### src/thumbDecoder_consts.svh
`ifndef THUMB_DECODER_CONSTS_SVH
`define THUMB_DECODER_CONSTS_SVH

// ****************************************
// Widths
// ****************************************

`define THUMB_W      16         // Thumb half-word
`define ARM_W        32         // ARM instruction word
`define BL_PREFIX_W  11         // Upper BL offset kept between the two halves

// ****************************************
// Fixed fields
// ****************************************

`define COND_AL      4'b1110    // Always
`define REG_SP       4'd13      // Stack pointer
`define REG_PC       4'd15      // Program counter

`endif

### src/thumbIsaPkg.sv
`include "thumbDecoder_consts.svh"

package thumbIsaPkg;

    // Thumb side of the translation

    typedef logic [`THUMB_W-1:0]     thumbHalf_t;    // One Thumb instruction
    typedef logic [2:0]              loReg_t;        // Register r0..r7
    typedef logic [`BL_PREFIX_W-1:0] blPrefix_t;     // Offset bits 22..12 of BL

endpackage

### src/armIsaPkg.sv
`include "thumbDecoder_consts.svh"

package armIsaPkg;

    // ARM side of the translation

    typedef logic [`ARM_W-1:0] armWord_t;    // One ARM instruction
    typedef logic [3:0]        armCond_t;    // Bits 31..28
    typedef logic [3:0]        armReg_t;     // Register r0..r15

    // Bits 24..21 of a data-processing word
    typedef enum logic [3:0] {
        DP_AND = 4'b0000,
        DP_EOR = 4'b0001,
        DP_SUB = 4'b0010,
        DP_RSB = 4'b0011,    // NEG uses RSB #0
        DP_ADD = 4'b0100,
        DP_ADC = 4'b0101,
        DP_SBC = 4'b0110,
        DP_RSC = 4'b0111,
        DP_TST = 4'b1000,
        DP_TEQ = 4'b1001,
        DP_CMP = 4'b1010,
        DP_CMN = 4'b1011,
        DP_ORR = 4'b1100,
        DP_MOV = 4'b1101,
        DP_BIC = 4'b1110,
        DP_MVN = 4'b1111
    } dpOpcode_t;

endpackage

### src/thumbAluExpander.sv
`timescale 1ns/1ps
`include "thumbDecoder_consts.svh"

module thumbAluExpander
    import thumbIsaPkg::*, armIsaPkg::*;
(
    input  thumbHalf_t halfWord,
    output logic       aluHit,
    output armWord_t   aluWord
);

    loReg_t     rdnLo;      // Destination, also first source
    loReg_t     rmLo;
    loReg_t     op3Lo;      // Third register or imm3
    loReg_t     rImmLo;     // Register of the imm8 forms
    armReg_t    rdn;
    armReg_t    rm;
    armReg_t    op3;
    armReg_t    rImm;
    armReg_t    hiRd;       // H1 joined to Rd
    armReg_t    hiRm;       // H2 joined to Rm
    logic [3:0] aluOp;

    assign rdnLo  = halfWord[2:0];
    assign rmLo   = halfWord[5:3];
    assign op3Lo  = halfWord[8:6];
    assign rImmLo = halfWord[10:8];
    assign rdn    = {1'b0, rdnLo};
    assign rm     = {1'b0, rmLo};
    assign op3    = {1'b0, op3Lo};
    assign rImm   = {1'b0, rImmLo};
    assign hiRd   = {halfWord[7], halfWord[2:0]};
    assign hiRm   = {halfWord[6], halfWord[5:3]};
    assign aluOp  = halfWord[9:6];

    // Data-processing word, always executed
    function automatic armWord_t dpWord(
        input logic        imm,
        input dpOpcode_t   op,
        input logic        setFlags,
        input armReg_t     rn,
        input armReg_t     rd,
        input logic [11:0] op2
    );
        return {`COND_AL, 2'b00, imm, op, setFlags, rn, rd, op2};
    endfunction

    // ****************************************
    // Format decode
    // ****************************************

    always_comb begin
        aluHit  = 1'b1;
        aluWord = '0;
        casez (halfWord[15:6])
            10'b00011?????: begin   // ADD1, SUB1, ADD3, SUB3
                aluWord = dpWord(halfWord[10], halfWord[9] ? DP_SUB : DP_ADD, 1'b1,
                                 rm, rdn, {8'h00, op3});
            end
            10'b000???????: begin   // LSL, LSR, ASR by imm5
                aluWord = dpWord(1'b0, DP_MOV, 1'b1, 4'h0, rdn,
                                 {halfWord[10:6], halfWord[12:11], 1'b0, rm});
            end
            10'b001???????: begin   // imm8 forms
                case (halfWord[12:11])
                    2'b00:   aluWord = dpWord(1'b1, DP_MOV, 1'b1, 4'h0, rImm,
                                              {4'h0, halfWord[7:0]});
                    2'b01:   aluWord = dpWord(1'b1, DP_CMP, 1'b1, rImm, 4'h0,
                                              {4'h0, halfWord[7:0]});
                    2'b10:   aluWord = dpWord(1'b1, DP_ADD, 1'b1, rImm, rImm,
                                              {4'h0, halfWord[7:0]});
                    default: aluWord = dpWord(1'b1, DP_SUB, 1'b1, rImm, rImm,
                                              {4'h0, halfWord[7:0]});
                endcase
            end
            10'b010000????: begin   // Register ALU ops
                case (aluOp)
                    4'b0010: aluWord = dpWord(1'b0, DP_MOV, 1'b1, 4'h0, rdn,
                                              {rm, 4'b0001, rdn});       // LSL by Rs
                    4'b0011: aluWord = dpWord(1'b0, DP_MOV, 1'b1, 4'h0, rdn,
                                              {rm, 4'b0011, rdn});       // LSR by Rs
                    4'b0100: aluWord = dpWord(1'b0, DP_MOV, 1'b1, 4'h0, rdn,
                                              {rm, 4'b0101, rdn});       // ASR by Rs
                    4'b0111: aluWord = dpWord(1'b0, DP_MOV, 1'b1, 4'h0, rdn,
                                              {rm, 4'b0111, rdn});       // ROR by Rs
                    4'b1001: aluWord = dpWord(1'b1, DP_RSB, 1'b1, rm, rdn, 12'h000);
                    4'b1101: aluWord = {`COND_AL, 8'h01, rdn, 4'h0, rdn, 4'b1001, rm};
                    default: begin
                        // Remaining Thumb op numbers equal the ARM opcodes
                        aluWord = dpWord(1'b0, dpOpcode_t'(aluOp), 1'b1,
                                         (aluOp == 4'b1111) ? 4'h0 : rdn,
                                         (aluOp[3:2] == 2'b10) ? 4'h0 : rdn,
                                         {8'h00, rm});
                    end
                endcase
            end
            10'b01000100??: aluWord = dpWord(1'b0, DP_ADD, 1'b0, hiRd, hiRd, {8'h00, hiRm});
            10'b01000101??: aluWord = dpWord(1'b0, DP_CMP, 1'b1, hiRd, 4'h0, {8'h00, hiRm});
            10'b01000110??: aluWord = dpWord(1'b0, DP_MOV, 1'b0, 4'h0, hiRd, {8'h00, hiRm});
            10'b10110000??: begin   // ADD7, SUB4 on SP by imm7 words
                aluWord = dpWord(1'b1, halfWord[7] ? DP_SUB : DP_ADD, 1'b0,
                                 `REG_SP, `REG_SP, {4'hF, 1'b0, halfWord[6:0]});
            end
            default: aluHit = 1'b0;
        endcase
    end

endmodule

### src/thumbMemExpander.sv
`timescale 1ns/1ps
`include "thumbDecoder_consts.svh"

module thumbMemExpander
    import thumbIsaPkg::*, armIsaPkg::*;
(
    input  thumbHalf_t halfWord,
    output logic       memHit,
    output armWord_t   memWord,
    output logic       pcRelative
);

    loReg_t     rdLo;
    loReg_t     rbLo;       // Base register
    loReg_t     roLo;       // Offset register
    loReg_t     rImmLo;     // Rd of the imm8 forms
    armReg_t    rd;
    armReg_t    rb;
    armReg_t    ro;
    armReg_t    rImm;
    logic [4:0] imm5;
    logic [7:0] imm8;

    assign rdLo   = halfWord[2:0];
    assign rbLo   = halfWord[5:3];
    assign roLo   = halfWord[8:6];
    assign rImmLo = halfWord[10:8];
    assign rd     = {1'b0, rdLo};
    assign rb     = {1'b0, rbLo};
    assign ro     = {1'b0, roLo};
    assign rImm   = {1'b0, rImmLo};
    assign imm5   = halfWord[10:6];
    assign imm8   = halfWord[7:0];

    // Pre-indexed, offset added, no write-back
    function automatic armWord_t sdtWord(
        input logic        regOff,
        input logic        byteAcc,
        input logic        load,
        input armReg_t     rn,
        input armReg_t     rdt,
        input logic [11:0] offset
    );
        return {`COND_AL, 2'b01, regOff, 2'b11, byteAcc, 1'b0, load, rn, rdt, offset};
    endfunction

    always_comb begin
        memHit     = 1'b1;
        memWord    = '0;
        pcRelative = 1'b0;
        case (halfWord[15:11])
            5'b01100, 5'b01101, 5'b01110, 5'b01111: begin   // imm5 offset
                memWord = sdtWord(1'b0, halfWord[12], halfWord[11], rb, rd,
                                  halfWord[12] ? {7'h00, imm5} : {5'h00, imm5, 2'b00});
            end
            5'b01010, 5'b01011: begin
                if (!halfWord[9])   // Word and byte only
                    memWord = sdtWord(1'b1, halfWord[10], halfWord[11], rb, rd, {8'h00, ro});
                else
                    memHit = 1'b0;
            end
            5'b01001: begin         // LDR from PC
                memWord    = sdtWord(1'b0, 1'b0, 1'b1, `REG_PC, rImm, {2'b00, imm8, 2'b00});
                pcRelative = 1'b1;
            end
            5'b10010, 5'b10011: begin
                memWord = sdtWord(1'b0, 1'b0, halfWord[11], `REG_SP, rImm,
                                  {2'b00, imm8, 2'b00});
            end
            5'b10100, 5'b10101: begin   // ADD5 from PC, ADD6 from SP
                memWord    = {`COND_AL, 3'b001, DP_ADD, 1'b0,
                              halfWord[11] ? `REG_SP : `REG_PC, rImm, 4'hF, imm8};
                pcRelative = ~halfWord[11];
            end
            default: memHit = 1'b0;
        endcase
    end

endmodule

### src/thumbBranchExpander.sv
`timescale 1ns/1ps
`include "thumbDecoder_consts.svh"

module thumbBranchExpander
    import thumbIsaPkg::*, armIsaPkg::*;
(
    input  logic       CLK,
    input  logic       nRESET,
    input  logic       CLKEN,
    input  thumbHalf_t halfWord,
    output logic       brHit,
    output armWord_t   brWord,
    output logic       blSecond
);

    blPrefix_t                     blPrefix;    // Upper offset from first BL half
    logic                          blFirst;
    logic                          blLoad;
    logic [2*`BL_PREFIX_W-1:0]     blOffset;
    armCond_t                      bCond;

    assign bCond    = halfWord[11:8];
    assign blLoad   = CLKEN & blFirst;
    assign blOffset = {blPrefix, halfWord[10:0]};

    // ****************************************
    // BL prefix register
    // ****************************************

    always_ff @(posedge CLK) begin
        if (!nRESET)
            blPrefix <= '0;
        else if (blLoad)
            blPrefix <= halfWord[10:0];
    end

    // ****************************************
    // Branch decode
    // ****************************************

    always_comb begin
        brHit    = 1'b1;
        brWord   = '0;
        blFirst  = 1'b0;
        blSecond = 1'b0;
        casez (halfWord[15:7])
            9'b1101?????: begin
                if (bCond == 4'b1111)    // SWI
                    brWord = {`COND_AL, 4'b1111, 16'h0000, halfWord[7:0]};
                else
                    brWord = {bCond, 4'b1010, {16{halfWord[7]}}, halfWord[7:0]};
            end
            9'b11100????: begin         // Unconditional B
                brWord = {`COND_AL, 4'b1010, {13{halfWord[10]}}, halfWord[10:0]};
            end
            9'b11110????: begin         // BL first half, no operation
                blFirst = 1'b1;
                brWord  = {`COND_AL, 28'h0000000};
            end
            9'b11111????: begin         // BL second half
                blSecond = 1'b1;
                brWord   = {`COND_AL, 4'b1011, {2{blOffset[21]}}, blOffset};
            end
            9'b010001110: brWord = {`COND_AL, 24'h12FFF1, halfWord[6:3]};   // BX
            default:      brHit  = 1'b0;
        endcase
    end

    // The second half must read the prefix the first half left behind
    assert property (@(posedge CLK) disable iff (!nRESET) !(blSecond && blLoad))
        else $error("BL prefix loaded while the second BL half is decoded");

endmodule

### src/thumbDecodeSelect.sv
`timescale 1ns/1ps
`include "thumbDecoder_consts.svh"

module thumbDecodeSelect
    import armIsaPkg::*;
(
    input  armWord_t            InstForDecode,
    input  logic                HalfWordAddress,
    input  logic                ThumbDecoderEn,
    output logic [`THUMB_W-1:0] halfWord,
    input  logic                aluHit,
    input  armWord_t            aluWord,
    input  logic                memHit,
    input  armWord_t            memWord,
    input  logic                brHit,
    input  armWord_t            brWord,
    input  logic                pcRelative,
    input  logic                blSecond,
    output armWord_t            ExpandedInst,
    output logic                ThADR,
    output logic                ThBL
);

    armWord_t thumbWord;    // Merged expander result

    assign halfWord = HalfWordAddress ? InstForDecode[31:16] : InstForDecode[15:0];

    // AND-OR merge, zero when nothing matched
    assign thumbWord = ({`ARM_W{aluHit}} & aluWord)
                     | ({`ARM_W{memHit}} & memWord)
                     | ({`ARM_W{brHit}}  & brWord);

    assign ExpandedInst = ThumbDecoderEn ? thumbWord : InstForDecode;   // ARM bypass
    assign ThADR        = ThumbDecoderEn & pcRelative;
    assign ThBL         = ThumbDecoderEn & blSecond;

    // Expander encodings must not overlap
    always_comb begin
        assert final ($onehot0({aluHit, memHit, brHit}))
            else $error("More than one expander claims half-word %h", halfWord);
    end

endmodule

### src/ThumbDecoder.sv
`timescale 1ns/1ps

module ThumbDecoder
    import thumbIsaPkg::*, armIsaPkg::*;
(
    input  logic     CLK,
    input  logic     nRESET,
    input  logic     CLKEN,
    input  armWord_t InstForDecode,      // Fetch word
    input  logic     HalfWordAddress,    // 1 selects bits 31..16
    input  logic     ThumbDecoderEn,     // Thumb state
    output armWord_t ExpandedInst,
    output logic     ThADR,              // ADD5 or PC-relative LDR
    output logic     ThBL                // Second half of BL
);

    thumbHalf_t halfWord;
    logic       aluHit;
    armWord_t   aluWord;
    logic       memHit;
    armWord_t   memWord;
    logic       pcRelative;
    logic       brHit;
    armWord_t   brWord;
    logic       blSecond;

    thumbDecodeSelect u_thumbDecodeSelect (
        .InstForDecode   (InstForDecode),
        .HalfWordAddress (HalfWordAddress),
        .ThumbDecoderEn  (ThumbDecoderEn),
        .halfWord        (halfWord),
        .aluHit          (aluHit),
        .aluWord         (aluWord),
        .memHit          (memHit),
        .memWord         (memWord),
        .brHit           (brHit),
        .brWord          (brWord),
        .pcRelative      (pcRelative),
        .blSecond        (blSecond),
        .ExpandedInst    (ExpandedInst),
        .ThADR           (ThADR),
        .ThBL            (ThBL)
    );

    thumbAluExpander u_thumbAluExpander (
        .halfWord (halfWord),
        .aluHit   (aluHit),
        .aluWord  (aluWord)
    );

    thumbMemExpander u_thumbMemExpander (
        .halfWord   (halfWord),
        .memHit     (memHit),
        .memWord    (memWord),
        .pcRelative (pcRelative)
    );

    thumbBranchExpander u_thumbBranchExpander (
        .CLK      (CLK),
        .nRESET   (nRESET),
        .CLKEN    (CLKEN),
        .halfWord (halfWord),
        .brHit    (brHit),
        .brWord   (brWord),
        .blSecond (blSecond)
    );

endmodule

### config.mk
export PLATFORM = sky130hd
export DESIGN_NAME = ThumbDecoder
export DESIGN_NICKNAME = d
export VERILOG_FILES = /design/src/thumbIsaPkg.sv /design/src/armIsaPkg.sv /design/src/thumbAluExpander.sv /design/src/thumbMemExpander.sv /design/src/thumbBranchExpander.sv /design/src/thumbDecodeSelect.sv /design/src/ThumbDecoder.sv
export VERILOG_INCLUDE_DIRS = /design/src
export SDC_FILE = /design/constraint.sdc
export NUM_CORES = 1
export LEC_CHECK = 0
export ABC_AREA = 1
export BUFFER_PORTS_ARGS = -buffer_cell sky130_fd_sc_hd__buf_2
export CAP_MARGIN = 15
export CORE_UTILIZATION = 40
export CTS_BUF_LIST = sky130_fd_sc_hd__clkbuf_2
export CTS_CLUSTER_SIZE = 10
export DETAILED_ROUTE_END_ITERATION = 8
export PLACE_DENSITY = 0.7
export SYNTH_ARGS = -nofsm -noshare
export SYNTH_HDL_FRONTEND = slang
export SYNTH_SLANG_ARGS = --single-unit
### constraint.sdc
create_clock -name CLK -period 3.4 [get_ports CLK]
set_input_delay 0.34 -clock CLK [delete_from_list [all_inputs] [get_ports CLK]]
set_output_delay 0.34 -clock CLK [all_outputs]
set_load 0.02 [all_outputs]
==> run_results.csv <==
group,metric,value,unit
status,status,"finished, final reports clean",
placement,portBuffers,70,
critical_path,endpoint_kind,"output port",
yosys,ys_seq_area_share,7.34,%
route,num_vias,4450,
timing,max_freq,0.302,GHz
hold_path,hp-start,"nRESET",
critical_path,r2r-end,"u_thumbBranchExpander.blPrefix[2]",
critical_path,worst-path-max-fanout,21,
cells_and_area,nets,693,
route,top_layer_used,"met4",
route,wl_per_cell,18.6,um
placement,place_ws,0.227,ns
critical_path,required,3.06,ns
hold_path,hold_path_depth,3,
cells_and_area,reg.largest.list,"u_thumbBranchExpander.blPrefix (11)",
yosys,syn_avg_cell_area,5.10,um^2
critical_path,reg2reg_depth,2,
clock_network,cts-htree-levels,1,
timing,setup_viol,0,
floorplan,start_util,41.4,%
grt,grt-ovfl-total,0,
clock_network,postCtsResizedCells,0,
route,drt_first_pass_iters,5,
cells_and_area,final_common_cell,"nand2_1",
clock_network,cts_hold_buf,0,
clock_network,cts_root_buf,"clkbuf_2",
power,p_leak,1.77,nW
power,power_density,212,nW/um^2
cells_and_area,largest-register,"u_thumbBranchExpander.blPrefix",
yosys,yosys.area.top_type,"nand2_1",
cells_and_area,final_core_util,47.9,%
grt,grt_pass1_vias,3861,
clock_network,cts_buffer_depth,2,
cells_and_area,num-fill-cells,849,
route,met3_length,1460,um
clock_network,cts_buffers,3,
cells_and_area,largest_reg_flops,11,
cells_and_area,diodes,0,
floorplan,std_cell_rows,31,
cells_and_area,drive_gt1_share,25.0,%
route,drc,0,
timing,maxSlewHeadroom,61.4,%
cells_and_area,area_growth,15.6,%
power,vdd_drop_max,81.0,uV
clock_network,path_clk_slew,0.12,ns
timing,period_minus_slack,3.32,ns
timing,tightest_slew,0.578,ns
critical_path,r2r-start,"u_thumbBranchExpander.blPrefix[2]",
cells_and_area,layout_common_cells,"147 x nand2_1, 74 x nor2_1, 70 x buf_2",
floorplan,die_x,88.6,um
yosys,yosys.cell_types.count,36,
yosys,synth_ff_type,"dfxtp_1",
timing,hold_viol,0,
grt,antenna_found_initial,0,
yosys,synth-async-reset-ratio,0,%
floorplan,core_area,7250,um^2
run,drv_cap,0,
hold_path,whs_endpoint,"u_thumbBranchExpander.blPrefix[7]",
yosys,synthCells,588,
timing,drv_slew,0,
timing,fin_crit_sh,97.5,%
grt,grt_pass1_wl,21200,um
route,wl_met1,5680,um
timing,setup_slack,0.0850,ns
clock_network,post-cts-setup-buffers,0,
yosys,synth_edf_count,0,
placement,gp_congestion,1.05,
clock_network,clkLatencyLatePin,0.25,ns
route,drt_iter0_markers,471,
yosys,synth_area_leaders,"nand2_1 18%, nor2_1 9.3%, inv_1 8.0%",
route,vias_per_cell,5.90,
floorplan,ios,71,
clock_network,cts_tree,"done",
critical_path,cp-start-kind,"input port",
critical_path,crit_type,"in -> out",
floorplan,die_y,88.6,um
yosys,synth-seq-cells,11,
route,wl_met2,6210,um
critical_path,critPathArrivalTime,2.98,ns
clock_network,numClockSinks,11,
yosys,synthesis.area,3000,um^2
hold_path,hold_class,"in -> reg",
yosys,syn-num-nets,625,
yosys,yosysTopAreaCellShare,18.4,%
grt,grt_max_degree,47,
timing,finalClockSkew,0,ns
route,wl,14000,um
yosys,yosys_warnings,0,
placement,dp_hpwl,11100,um
cells_and_area,regArea,220,um^2
critical_path,rrSetupSlack,2.83,ns
timing,rsz0062_at_grt,"no",
timing,finalSetupTns,0,ns
floorplan,die_area,7850,um^2
route,final_antenna_net_count,0,
grt,grt_usage,36.0,%
cells_and_area,multi_input_area,2360,um^2
## per-stage QoR
step	instance area, um^2	std cells	hold slack (ns)	total power, mW
after floorplan	3000	588	0.424	0.473
final	3470	754	0.389	0.734
after global placement	3450	750	0.436	0.650
after global routing	3470	754	0.386	0.783
after detailed placement	3450	750	0.445	0.644
after CTS	3470	754	0.367	0.723
## worst max path at each step
stage | slack, ns | depth (start not counted) | to | from
floorplan | 1.21 | 12 | ExpandedInst[4] | HalfWordAddress
global placement | 0.12 | 16 | ExpandedInst[23] | HalfWordAddress
detailed placement | 0.23 | 16 | ExpandedInst[23] | HalfWordAddress
CTS | 0.21 | 16 | ExpandedInst[23] | HalfWordAddress
global route | 0.01 | 16 | ExpandedInst[23] | HalfWordAddress
finish | 0.08 | 16 | ExpandedInst[23] | HalfWordAddress
## Yosys cell counts (2+ instances only)
cell type and number:
inv_1 64, nor2_2 11, nor2_4 7, a31oi_1 4, nand4_1 11, nor2_1 74
o22ai_1 5, a41oi_1 2, clkbuf_1 10, a21oi_1 38, o211ai_1 3, o21ai_2 5
buf_4 4, nand2_2 29, nor3_1 13, a22oi_1 2, buf_2 2, o21a_1 2
o21ai_0 41, dfxtp_1 11, buf_6 4, nand3_1 42, nand2_4 4, or2_1 4
o21ai_1 21, inv_2 15, o2111ai_1 3, nand2_1 147, nand3_2 3
## worst max-delay path, stage by stage
cell and delay [ns]:
buf_2 0.20, inv_2 0.37, nand2_1 0.10, nand2_1 0.22, nand2_1 0.25, nor2_4 0.21, nand2_1 0.19, nand3_2 0.14
nand2_1 0.11, inv_2 0.08, o21ai_1 0.18, nor2_1 0.17, nand3_1 0.14, nand2_1 0.08, inv_1 0.03, buf_2 0.14
## area by class of cell
type	instances	share of cell area [%]
tap	99	3.57
clock buffer	4	0.577
inverter	80	8.65
multi-input combinational	477	68.0
timing repair buffer	83	12.9
sequential	11	6.34
## power breakdown
group | internal, mW | switching [mW] | total, mW
Combinational | 0.152 | 0.377 | 0.528
Clock | 0.0312 | 0.0437 | 0.0749
Sequential | 0.130 | 0.000646 | 0.131
## cell families after synthesis
family / share of synthesized area [%]
and+or+nand+nor: 54.5
AOI/OAI and AO/OA: 24.1
buffers and inverters: 14.1
DFF: 7.34
## routing by layer
layer,global-route usage [%],vias to the layer above
li1,-,2060
met1,47.7,2049
met2,58.3,282
met3,3.64,59
met4,17.7,0
met5,0,-
Power figures use the tool's default switching activity.
